## src/logic/riscv_pkg.sv

```systemverilog
package riscv_pkg;

  // ====================================================================
  // widths and constants
  // ====================================================================

  localparam int XLEN       = 32;
  localparam int REG_ADDR_W = 5;

  // addi x0, x0, 0
  localparam logic [XLEN-1:0] NOP_INST = 32'h0000_0013;

  // ====================================================================
  // encodings
  // ====================================================================

  // values match the opcode field of the instruction word
  typedef enum logic [6:0] {
    OPC_REG     = 7'b0110011,
    OPC_IMM     = 7'b0010011,
    OPC_LUI     = 7'b0110111,
    OPC_ILLEGAL = 7'b0000000
  } opcode_e;

  typedef enum logic [3:0] {
    ADD, SUB, SLL, SLT, SLTU, XOR, SRL, SRA, OR, AND
  } alu_op_e;

  // ====================================================================
  // pipeline register contents
  // ====================================================================

  typedef struct packed {
    logic [XLEN-1:0] pc;
    logic [XLEN-1:0] inst;
  } if_id_t;

  typedef struct packed {
    logic [REG_ADDR_W-1:0] rs1;
    logic [REG_ADDR_W-1:0] rs2;
    logic [REG_ADDR_W-1:0] rd;
    logic [XLEN-1:0]       rdata1;
    logic [XLEN-1:0]       rdata2;
    logic [XLEN-1:0]       imm;
    alu_op_e               alu_op;
    logic                  alu_src_imm;
    logic                  lui;
    logic                  reg_write;
  } id_exe_t;

  typedef struct packed {
    logic [REG_ADDR_W-1:0] rd;
    logic [XLEN-1:0]       alu_result;
    logic [XLEN-1:0]       imm;
    logic                  lui;
    logic                  reg_write;
  } exe_mem_t;

  // also used for the memory-stage forwarding path
  typedef struct packed {
    logic                  valid;
    logic [REG_ADDR_W-1:0] rd;
    logic [XLEN-1:0]       data;
  } wb_t;

endpackage

```

## src/logic/fetch_stage.sv

```systemverilog
`timescale 1ns/1ns

module fetch_stage #(
  parameter logic [riscv_pkg::XLEN-1:0] RESET_PC = '0
) (
  input  logic                       clk_i,
  input  logic                       arst_n_i,
  input  logic [riscv_pkg::XLEN-1:0] inst_i,
  output logic [riscv_pkg::XLEN-1:0] pc_o,
  output riscv_pkg::if_id_t          if_id_o
);

  logic [riscv_pkg::XLEN-1:0] pc_q;

  // straight-line fetch, no redirects
  always_ff @(posedge clk_i or negedge arst_n_i) begin
    if (!arst_n_i) begin
      pc_q <= RESET_PC;
    end else begin
      pc_q <= pc_q + riscv_pkg::XLEN'(4);
    end
  end

  // ====================================================================
  // fetch to decode register
  // ====================================================================

  always_ff @(posedge clk_i or negedge arst_n_i) begin
    if (!arst_n_i) begin
      if_id_o <= '{pc: RESET_PC, inst: riscv_pkg::NOP_INST};
    end else begin
      // the word answers the address shown this cycle
      if_id_o <= '{pc: pc_q, inst: inst_i};
    end
  end

  assign pc_o = pc_q;

endmodule

```

## src/logic/reg_file.sv

```systemverilog
`timescale 1ns/1ns

module reg_file (
  input  logic                             clk_i,
  input  logic                             arst_n_i,
  input  logic [riscv_pkg::REG_ADDR_W-1:0] raddr1_i,
  input  logic [riscv_pkg::REG_ADDR_W-1:0] raddr2_i,
  output logic [riscv_pkg::XLEN-1:0]       rdata1_o,
  output logic [riscv_pkg::XLEN-1:0]       rdata2_o,
  input  riscv_pkg::wb_t                   wb_i
);

  // x0 has no storage
  logic [riscv_pkg::XLEN-1:0] regs [1:31];

  // writeback never carries rd 0, decode filters it
  always_ff @(posedge clk_i or negedge arst_n_i) begin
    if (!arst_n_i) begin
      for (int i = 1; i < 32; i++) begin
        regs[i] <= '0;
      end
    end else if (wb_i.valid) begin
      regs[wb_i.rd] <= wb_i.data;
    end
  end

  // asynchronous reads
  assign rdata1_o = (raddr1_i == '0) ? '0 : regs[raddr1_i];
  assign rdata2_o = (raddr2_i == '0) ? '0 : regs[raddr2_i];

endmodule

```

## src/logic/decode_stage.sv

```systemverilog
`timescale 1ns/1ns

module decode_stage (
  input  logic                clk_i,
  input  logic                arst_n_i,
  input  riscv_pkg::if_id_t   if_id_i,
  input  riscv_pkg::wb_t      wb_i,
  output riscv_pkg::id_exe_t  id_exe_o
);

  logic [riscv_pkg::XLEN-1:0]       inst;
  logic [6:0]                       opcode_f;
  logic [2:0]                       funct3;
  logic [6:0]                       funct7;
  logic [riscv_pkg::REG_ADDR_W-1:0] rs1;
  logic [riscv_pkg::REG_ADDR_W-1:0] rs2;
  logic [riscv_pkg::REG_ADDR_W-1:0] rd;
  riscv_pkg::opcode_e               opc;
  riscv_pkg::alu_op_e               alu_op;
  logic [riscv_pkg::XLEN-1:0]       imm;
  logic [riscv_pkg::XLEN-1:0]       rf_rdata1;
  logic [riscv_pkg::XLEN-1:0]       rf_rdata2;
  logic [riscv_pkg::XLEN-1:0]       rdata1;
  logic [riscv_pkg::XLEN-1:0]       rdata2;
  logic                             reg_write;

  // instruction fields
  assign inst     = if_id_i.inst;
  assign opcode_f = inst[6:0];
  assign rd       = inst[11:7];
  assign funct3   = inst[14:12];
  assign rs1      = inst[19:15];
  assign rs2      = inst[24:20];
  assign funct7   = inst[31:25];

  // ====================================================================
  // control decode
  // ====================================================================

  always_comb begin
    case (opcode_f)
      riscv_pkg::OPC_REG, riscv_pkg::OPC_IMM, riscv_pkg::OPC_LUI:
        opc = riscv_pkg::opcode_e'(opcode_f);
      default:
        opc = riscv_pkg::OPC_ILLEGAL;
    endcase
  end

  always_comb begin
    case (funct3)
      // sub only exists in register form
      3'b000:  alu_op = (opc == riscv_pkg::OPC_REG && funct7[5]) ? riscv_pkg::SUB
                                                                 : riscv_pkg::ADD;
      3'b001:  alu_op = riscv_pkg::SLL;
      3'b010:  alu_op = riscv_pkg::SLT;
      3'b011:  alu_op = riscv_pkg::SLTU;
      3'b100:  alu_op = riscv_pkg::XOR;
      // srai carries the same funct7 bit as sra
      3'b101:  alu_op = funct7[5] ? riscv_pkg::SRA : riscv_pkg::SRL;
      3'b110:  alu_op = riscv_pkg::OR;
      default: alu_op = riscv_pkg::AND;
    endcase
  end

  // U form for lui, I form otherwise
  assign imm = (opc == riscv_pkg::OPC_LUI) ? {inst[31:12], 12'b0}
                                           : {{20{inst[31]}}, inst[31:20]};

  // x0 targets and illegal words retire as bubbles
  assign reg_write = (opc != riscv_pkg::OPC_ILLEGAL) && (rd != '0);

  reg_file u_reg_file (
    .clk_i    (clk_i),
    .arst_n_i (arst_n_i),
    .raddr1_i (rs1),
    .raddr2_i (rs2),
    .rdata1_o (rf_rdata1),
    .rdata2_o (rf_rdata2),
    .wb_i     (wb_i)
  );

  // same-cycle writeback bypass
  assign rdata1 = (wb_i.valid && wb_i.rd == rs1) ? wb_i.data : rf_rdata1;
  assign rdata2 = (wb_i.valid && wb_i.rd == rs2) ? wb_i.data : rf_rdata2;

  // ====================================================================
  // decode to execute register
  // ====================================================================

  always_ff @(posedge clk_i or negedge arst_n_i) begin
    if (!arst_n_i) begin
      id_exe_o <= '{rs1: '0, rs2: '0, rd: '0, rdata1: '0, rdata2: '0, imm: '0,
                    alu_op: riscv_pkg::ADD, alu_src_imm: 1'b1, lui: 1'b0,
                    reg_write: 1'b0};
    end else begin
      id_exe_o <= '{rs1: rs1, rs2: rs2, rd: rd, rdata1: rdata1, rdata2: rdata2,
                    imm: imm, alu_op: alu_op,
                    alu_src_imm: (opc != riscv_pkg::OPC_REG),
                    lui: (opc == riscv_pkg::OPC_LUI), reg_write: reg_write};
    end
  end

endmodule

```

## src/logic/alu.sv

```systemverilog
`timescale 1ns/1ns

module alu (
  input  riscv_pkg::alu_op_e         op_i,
  input  logic [riscv_pkg::XLEN-1:0] a_i,
  input  logic [riscv_pkg::XLEN-1:0] b_i,
  output logic [riscv_pkg::XLEN-1:0] result_o
);

  logic [4:0] shamt;
  logic       lt_signed;
  logic       lt_unsigned;

  assign shamt       = b_i[4:0];
  assign lt_signed   = $signed(a_i) < $signed(b_i);
  assign lt_unsigned = a_i < b_i;

  always_comb begin
    case (op_i)
      riscv_pkg::ADD:  result_o = a_i + b_i;
      riscv_pkg::SUB:  result_o = a_i - b_i;
      riscv_pkg::SLL:  result_o = a_i << shamt;
      riscv_pkg::SLT:  result_o = {{(riscv_pkg::XLEN-1){1'b0}}, lt_signed};
      riscv_pkg::SLTU: result_o = {{(riscv_pkg::XLEN-1){1'b0}}, lt_unsigned};
      riscv_pkg::XOR:  result_o = a_i ^ b_i;
      riscv_pkg::SRL:  result_o = a_i >> shamt;
      // arithmetic, keeps the sign bit
      riscv_pkg::SRA:  result_o = $unsigned($signed(a_i) >>> shamt);
      riscv_pkg::OR:   result_o = a_i | b_i;
      riscv_pkg::AND:  result_o = a_i & b_i;
      default:         result_o = '0;
    endcase
  end

endmodule

```

## src/logic/execute_stage.sv

```systemverilog
`timescale 1ns/1ns

module execute_stage (
  input  logic                clk_i,
  input  logic                arst_n_i,
  input  riscv_pkg::id_exe_t  id_exe_i,
  input  riscv_pkg::wb_t      mem_fwd_i,
  input  riscv_pkg::wb_t      wb_i,
  output riscv_pkg::exe_mem_t exe_mem_o
);

  logic [riscv_pkg::XLEN-1:0] fwd_a;
  logic [riscv_pkg::XLEN-1:0] fwd_b;
  logic [riscv_pkg::XLEN-1:0] op_b;
  logic [riscv_pkg::XLEN-1:0] alu_result;

  // ====================================================================
  // forwarding
  // ====================================================================

  // memory stage is younger than writeback, so it wins
  function automatic logic [riscv_pkg::XLEN-1:0] fwd_sel(
    input logic [riscv_pkg::REG_ADDR_W-1:0] rs,
    input logic [riscv_pkg::XLEN-1:0]       dec_val,
    input riscv_pkg::wb_t                   mem_src,
    input riscv_pkg::wb_t                   wb_src
  );
    logic [riscv_pkg::XLEN-1:0] val;
    if (mem_src.valid && mem_src.rd == rs) begin
      val = mem_src.data;
    end else if (wb_src.valid && wb_src.rd == rs) begin
      val = wb_src.data;
    end else begin
      val = dec_val;
    end
    return val;
  endfunction

  assign fwd_a = fwd_sel(id_exe_i.rs1, id_exe_i.rdata1, mem_fwd_i, wb_i);
  assign fwd_b = fwd_sel(id_exe_i.rs2, id_exe_i.rdata2, mem_fwd_i, wb_i);

  // immediate forms take the second operand from imm
  assign op_b = id_exe_i.alu_src_imm ? id_exe_i.imm : fwd_b;

  alu u_alu (
    .op_i     (id_exe_i.alu_op),
    .a_i      (fwd_a),
    .b_i      (op_b),
    .result_o (alu_result)
  );

  // ====================================================================
  // execute to memory register
  // ====================================================================

  always_ff @(posedge clk_i or negedge arst_n_i) begin
    if (!arst_n_i) begin
      exe_mem_o <= '{rd: '0, alu_result: '0, imm: '0, lui: 1'b0, reg_write: 1'b0};
    end else begin
      exe_mem_o <= '{rd:         id_exe_i.rd,
                     alu_result: alu_result,
                     imm:        id_exe_i.imm,
                     lui:        id_exe_i.lui,
                     reg_write:  id_exe_i.reg_write};
    end
  end

endmodule

```

## src/logic/retire_stage.sv

```systemverilog
`timescale 1ns/1ns

module retire_stage (
  input  logic                clk_i,
  input  logic                arst_n_i,
  input  riscv_pkg::exe_mem_t exe_mem_i,
  output riscv_pkg::wb_t      mem_fwd_o,
  output riscv_pkg::wb_t      wb_o
);

  logic [riscv_pkg::XLEN-1:0] result;

  // lui writes its immediate untouched
  assign result = exe_mem_i.lui ? exe_mem_i.imm : exe_mem_i.alu_result;

  // memory-stage view for the execute forwarding
  assign mem_fwd_o = '{valid: exe_mem_i.reg_write, rd: exe_mem_i.rd, data: result};

  // ====================================================================
  // memory to writeback register
  // ====================================================================

  always_ff @(posedge clk_i or negedge arst_n_i) begin
    if (!arst_n_i) begin
      wb_o <= '{valid: 1'b0, rd: '0, data: '0};
    end else begin
      wb_o <= mem_fwd_o;
    end
  end

endmodule

```

## src/logic/rv_core.sv

```systemverilog
`timescale 1ns/1ns

module rv_core #(
  parameter logic [riscv_pkg::XLEN-1:0] RESET_PC = '0
) (
  input  logic                       clk_i,
  input  logic                       arst_n_i,
  input  logic [riscv_pkg::XLEN-1:0] inst_i,
  output logic [riscv_pkg::XLEN-1:0] current_pc_o,
  output riscv_pkg::wb_t             wb_o
);

  riscv_pkg::if_id_t   if_id;
  riscv_pkg::id_exe_t  id_exe;
  riscv_pkg::exe_mem_t exe_mem;
  riscv_pkg::wb_t      mem_fwd;

  // ====================================================================
  // five stages, one cycle each
  // ====================================================================

  fetch_stage #(
    .RESET_PC (RESET_PC)
  ) u_fetch (
    .clk_i    (clk_i),
    .arst_n_i (arst_n_i),
    .inst_i   (inst_i),
    .pc_o     (current_pc_o),
    .if_id_o  (if_id)
  );

  // wb_o also feeds the register file and the bypasses
  decode_stage u_decode (
    .clk_i    (clk_i),
    .arst_n_i (arst_n_i),
    .if_id_i  (if_id),
    .wb_i     (wb_o),
    .id_exe_o (id_exe)
  );

  execute_stage u_execute (
    .clk_i     (clk_i),
    .arst_n_i  (arst_n_i),
    .id_exe_i  (id_exe),
    .mem_fwd_i (mem_fwd),
    .wb_i      (wb_o),
    .exe_mem_o (exe_mem)
  );

  retire_stage u_retire (
    .clk_i     (clk_i),
    .arst_n_i  (arst_n_i),
    .exe_mem_i (exe_mem),
    .mem_fwd_o (mem_fwd),
    .wb_o      (wb_o)
  );

endmodule

```

## config.mk

```make
export PLATFORM = sky130hd
export DESIGN_NAME = rv_core
export DESIGN_NICKNAME = d
export VERILOG_FILES = /design/src/logic/riscv_pkg.sv /design/src/logic/fetch_stage.sv /design/src/logic/reg_file.sv /design/src/logic/decode_stage.sv /design/src/logic/alu.sv /design/src/logic/execute_stage.sv /design/src/logic/retire_stage.sv /design/src/logic/rv_core.sv
export SDC_FILE = /design/constraint.sdc
export NUM_CORES = 2
export LEC_CHECK = 0
export BUFFER_PORTS_ARGS = -buffer_cell sky130_fd_sc_hd__buf_2
export CORE_MARGIN = 2
export CORE_UTILIZATION = 45
export CTS_BUF_LIST = sky130_fd_sc_hd__clkbuf_8
export DETAILED_ROUTE_END_ITERATION = 16
export GPL_ROUTABILITY_DRIVEN = 0
export REMOVE_ABC_BUFFERS = 1
export SYNTH_ARGS = -nofsm -noshare
export SYNTH_HDL_FRONTEND = slang
export SYNTH_HIERARCHICAL = 1
export SYNTH_SLANG_ARGS = --single-unit
```

## constraint.sdc

```tcl
create_clock -name clk_i -period 11 [get_ports clk_i]
set_input_delay 1.65 -clock clk_i [delete_from_list [all_inputs] [get_ports clk_i]]
set_output_delay 1.65 -clock clk_i [all_outputs]
set_load 0.03 [all_outputs]
```

==> Word level (Yosys, flattened, before mapping) <==
Index checks and enable logic that the tools add are counted.
{ "classes": {"n_addsub": 3, "n_mul": 0, "div": 0, "order_cmp": 6, "eq_ne": 27, "shifts": 3, "mux": 25, "bitwise": 6, "n_reduce_logical": 16} }
{ "op_table": {"columns": ["op", "n"], "rows": [
  ["bitwise mux 992 bit", 1],
  ["two-way mux 32 bit", 15],
  ["binary-select mux 32 bit (select 5 bit)", 2],
  ["case mux 32 bit (10 select lines)", 1],
  ["demux 32 bit (select 5 bit)", 1],
  ["less-than comparator 32 bit", 2],
  ["adder 32 x 3 -> 32 bit (second input constant)", 1],
  ["adder 32 bit", 1],
  ["bitwise AND 32 bit", 1],
  ["bitwise OR 32 bit", 1],
  ["<< shifter 32 x 5 -> 32 bit", 1],
  ["right shift 32 x 5 -> 32 bit", 1],
  [">>> shifter 32 x 5 -> 32 bit", 1],
  ["subtractor 32 bit", 1],
  ["bitwise XOR 32 bit", 1],
  ["two-way mux 31 bit", 1],
  ["equality test 5 bit", 6],
  ["equality test 7 x 6 -> 1 bit (second input constant)", 4],
  ["case mux 4 bit (7 select lines)", 1],
  ["greater-or-equal comparator 6 bit (second input constant)", 3],
  ["NOT 5 -> 6 bit", 3],
  ["equality test 4 x 3 -> 1 bit (second input constant)", 4],
  ["logical NOT 5 bit", 2],
  ["equality test 3 bit (second input constant)", 3],
  ["16 further kinds", 28]
]} }
{ "word_totals": {"register_bits": 1283, "latch_bits": 0, "ram_bits": 0, "rom_bits": 0, "in_bits": 34, "elab_cells": 137, "mem_count": 0} }

==> Logic depth before layout (Yosys ltp) <==
{ "depth": {"word_depth": 7, "ltp_mapped": 22} }

==> Modules after synthesis <==
Netlist, hierarchy kept.
{ "modules_own_cells": {"columns": ["mod", "n_inst", "cells_each", "area_per_inst_um2"], "rows": [
  ["reg_file", 1, 3861, 53498.8],
  ["alu", 1, 1231, 8196.6],
  ["decode_stage", 1, 263, 4521.8],
  ["execute_stage", 1, 352, 3829.9],
  ["fetch_stage", 1, 177, 2934.1],
  ["retire_stage", 1, 80, 1540.2]
]} }

==> Worst setup path before layout <==
Ideal clock, no wire load.
{ "synth_timing": {"path_kind": "register -> register", "startpoint": "register u_retire/wb_o[32] (netlist name)", "endpoint": "register u_execute/exe_mem_o[52] in the netlist's numbering", "arrival_ns": 4.945, "path_slack_ns": 5.913, "stages_incl_launch_ff": 23, "path_buffers": 6, "synth_period_minus_slack_ns": 5.087, "cell_sequence": "dfrtp_1 xor2_1 nor4_1 and3_1 buf_6 buf_12 mux2i_1 a221oi_2 clkbuf_1 inv_2 buf_1 clkbuf_1 ha_1 buf_2 nor2_1 nor2_1 o221ai_2 a311oi_2 a21o_1 or3_1 a41oi_1 xor2_1 o221ai_1"} }
{ "synth_between": {"elab_chain_len": 7, "elab_cells_between_ends": 18, "cone_classes": "add/sub: 2; eq/ne: 2; shift: 3; mux: 6; bitwise: 3; reduce/logical: 2"} }
{ "synth_rtl": {"columns": ["item", "line_no", "rtl"], "rows": [
  ["equality test 5 bit (*)", "execute_stage.sv:31", "end else if (wb_src.valid && wb_src.rd == rs) begin"],
  ["logical AND 1 bit (*)", "execute_stage.sv:31", null],
  ["two-way mux 32 bit (*)", "execute_stage.sv:31", null],
  ["two-way mux 32 bit (*)", "execute_stage.sv:29", "if (mem_src.valid && mem_src.rd == rs) begin"],
  ["two-way mux 32 bit (*)", "execute_stage.sv:43", "assign op_b = id_exe_i.alu_src_imm ? id_exe_i.imm : fwd_b;"],
  ["named net u_execute.op_b (one bit)", "execute_stage.sv:14", "logic [riscv_pkg::XLEN-1:0] op_b;"],
  ["subtractor 32 bit, or another cell as far along", "alu.sv:21", "riscv_pkg::SUB: result_o = a_i - b_i;"],
  ["case mux 32 bit (10 select lines) (*)", "alu.sv:19", "case (op_i)"],
  ["named net u_execute.alu_result (one bit)", "execute_stage.sv:15", "logic [riscv_pkg::XLEN-1:0] alu_result;"],
  ["end signal, assigned", "execute_stage.sv:58", "exe_mem_o <= '{rd: '0, alu_result: '0, imm: '0, lui: 1'b0, reg_write: 1'b0};"],
  ["end signal, assigned", "execute_stage.sv:60", "exe_mem_o <= '{rd: id_exe_i.rd,"],
  ["end, declared", "execute_stage.sv:9", "output riscv_pkg::exe_mem_t exe_mem_o"]
]} }
Mark *: on every way through the listed nets, which the timed path passes. The rest lies on a longest branch.
A chain may end at the register's enable or synchronous reset.

==> Worst setup path after layout <==
{ "layout_timing": {"startpoint": "register u_decode/id_exe_o[2] in the netlist's numbering", "endpoint": "register u_execute/exe_mem_o[52] in the netlist's numbering"} }
{ "layout_between": {"elab_chain_len": 3, "elab_cells_between_ends": 10, "cone_classes": "add/sub: 2; shift: 3; mux: 2; bitwise: 3"} }
{ "layout_rtl": {"columns": ["item", "line_no", "rtl"], "rows": [
  ["start, declared", "decode_stage.sv:8", "output riscv_pkg::id_exe_t id_exe_o"],
  ["start signal, assigned", "decode_stage.sv:92", "id_exe_o <= '{rs1: '0, rs2: '0, rd: '0, rdata1: '0, rdata2: '0, imm: '0,"],
  ["start signal, assigned", "decode_stage.sv:96", "id_exe_o <= '{rs1: rs1, rs2: rs2, rd: rd, rdata1: rdata1, rdata2: rdata2,"],
  ["two-way mux 32 bit (*)", "execute_stage.sv:43", null],
  ["named net u_execute.op_b (one bit)", "execute_stage.sv:14", null],
  ["subtractor 32 bit, or another cell as far along", "alu.sv:21", null],
  ["case mux 32 bit (10 select lines) (*)", "alu.sv:19", null],
  ["named net u_execute.alu_result (one bit)", "execute_stage.sv:15", null]
]} }
Marks and branches as above.

==> run metrics <==
PnR worst setup slack=4.65 ns; Post-CTS Setup Inserts=0; crit-path max FO=67; Syn Area/Cell=12.4 um^2; Period Utilization, post-route=57.7%; buffer levels on the longest clock path=3; met1 usage=39.6%; pin count of the biggest net entering global routing=165; worst slew pin tran=1.44 ns; f_max=0.158 GHz; type of the most critical hold path=reg2reg; Slew HR=3.65%; TritonRoute pass-1 iters=8; setup TNS=0 ns; Root Driver=clkbuf_8; Fill cells=14357; die area=167000 um^2; most used cell, CP=buf_4; pre-CTS setup slack=4.88 ns; TritonCTS Sinks=1281; Synth Warn #=6; final hold viol count=0; clk_lat worst skew=0.99 ns; share of layout cells above drive strength 1=37.5%; mapped cell area=73800 um^2; Area Overhead vs Synth=9.52%; final setup fails=0; Worst Hold Path EP=u_execute/exe_mem_o[69]; NumNets Final=6016; Final Slew Violations=0; worst reg-to-reg path cell count=15; crit path launch type=flop; first-pass GRT wire length=365000 um; grt ovf=0; RSZ-0062 raised after global routing=no; row count=148; Num CTS Buffers=218; M3 GR Usage=6.53%; Worst EP arrival=7.16 ns; die span in x=409 um; I/O pins=104; Crit. End Element=flop; IO Port Bufs=101; Cell Pwr Density=139 nW/um^2; WL final=249000 um; Leakage=0.0374 uW; VDD IR max=0.152 mV; clock transition at the registers of the reported paths=0.06 ns; Resize count post-CTS=0; Post-DRT Antenna Nets=0; endpoint of the worst-slack reg-to-reg timing path=u_execute/exe_mem_o[52]; DR vias=52776; max cap viols=0; initial antenna violation count=8; CP max stage delay=1.00 ns; DRT iter0 DRCs=6021; cts hold-fix bufs=0; routing usage on met2=45.2%; run status=finished clean; DRC viols=0; Min-Delay Path Depth=0; WP data required=11.82 ns; TritonCTS clock tree=yes; core region area=163000 um^2; Syn Inst Count=5932; Die Y=409 um; drt wl/cell=30.2 um; Slowest cell on crit path=dfstp_2; post-DP HPWL=149000 um; Total GRT Usage=29.4%; crit path cell chain=buf_4 -> a31oi_4 -> buf_4 -> a221oi_4 -> buf_4 -> inv_2 -> ha_1 -> or3_1 -> o221ai_2 -> a311oi_2 -> a21o_1 -> or3_1 -> a41oi_1 -> xor2_1 -> o221ai_1; vias in the first global route=52803; Via density=6.41; busiest layer in global routing=met2; Hold Crit Start=u_decode/id_exe_o[106]; initial core utilization=45.3%; Setup Skew=0.0720 ns; R2R Path Start=u_decode/id_exe_o[2]; fin crit period=6.35 ns; crit path kind=reg2reg; htree depth=4; Worst R2R Setup Slack=4.65 ns
[per-stage QoR]
stage | power, uW | utilization, % | hold slack, ns | area [um^2] | instances
detailed placement | 6640 | 46.7 | 0.339 | 76100 | 7835
CTS | 11300 | 49.6 | 0.341 | 80800 | 8231
global placement | 6640 | 46.7 | 0.335 | 76100 | 7835
floorplan | 6010 | - | 0.331 | 71100 | 5383
finish | 11200 | 49.6 | 0.342 | 80800 | 8239
global route | 11600 | 49.6 | 0.341 | 80800 | 8234
[cell usage in the layout, fill, tap and decap left out, types with 20 or more instances in the layout]
cell and instances:
nor2_1 234, buf_2 100, or3_1 31, mux2_2 1073, buf_4 168, nor3_1 110
xnor2_1 43, clkbuf_8 280, mux2i_1 358, nor2b_1 90, clkinv_2 20, nand2_1 335
o21ai_0 159, mux2_4 90, o221ai_1 23, nand3_1 64, xor2_1 38, a22oi_1 43
a211oi_1 31, a221oi_1 91, a21o_1 42, inv_1 183, a21oi_1 236, ha_1 100
nand2b_1 32, o211ai_1 57, dfrtp_1 1267, mux4_2 391, o22ai_1 20, nand4_1 24
[sequential cells by signal, indices dropped and copies added (netlist names)]
name	cells
u_decode/id_exe_o	118
u_decode/u_reg_file/regs	992
u_execute/exe_mem_o	71
u_fetch/if_id_o	32
u_fetch/pc_o	30
u_retire/wb_o	38
[how the worst max path moves through the flow]
stage | startpoint | endpoint | slack, ns | cells past startpoint
finish | u_decode/id_exe_o[2] | u_execute/exe_mem_o[52] | 4.65 | 15
global route | u_decode/id_exe_o[2] | u_execute/exe_mem_o[64] | 4.36 | 16
CTS | u_decode/id_exe_o[2] | u_execute/exe_mem_o[64] | 4.85 | 16
detailed placement | u_decode/id_exe_o[2] | u_execute/exe_mem_o[52] | 4.88 | 15
global placement | u_decode/id_exe_o[2] | u_execute/exe_mem_o[64] | 4.99 | 16
floorplan | u_decode/id_exe_o[2] | u_execute/exe_mem_o[62] | -1.35 | 14
[where the power goes]
group	leakage, uW	internal [uW]	switching (uW)
sequential	0.0174	4860	147
clock	0.00267	2520	2110
combinational	0.0173	517	1050
total	0.0374	7900	3310
[metal layers]
layer / share of wire, % / vias to the layer above
met1: 41 / 27618
met4: 5.3 / 0
met2: 45 / 2473
met5: 0 / -
li1: - / 21994
met3: 8.4 / 691
[final cells by class]
class                           count  area [um^2]  area share (%)
Clock inverter                    116          838            1.04
Tap cell                         2175         2720            3.37
Sequential cell                  1281        32100            39.7
Timing Repair Buffer              277         1940            2.40
Multi-Input combinational cell   3983        38900            48.1
Clock buffer                      280         3850            4.77
Antenna cell                        8         20.0          0.0248
Inverter                          119          449           0.556
[worst max-delay path: cells and delay by family, from the launching register on]
kind                     cells  cell delay, ns
AO/OA/AOI/OAI                7            1.61
XOR/XNOR                     1            0.21
adder cells (fa/ha/maj)      1            0.52
buffers and inverters        4            1.96
flip-flops                   1            1.00
AND/OR/NAND/NOR              2            0.68
No activity file was read; power rests on OpenSTA's default activity.
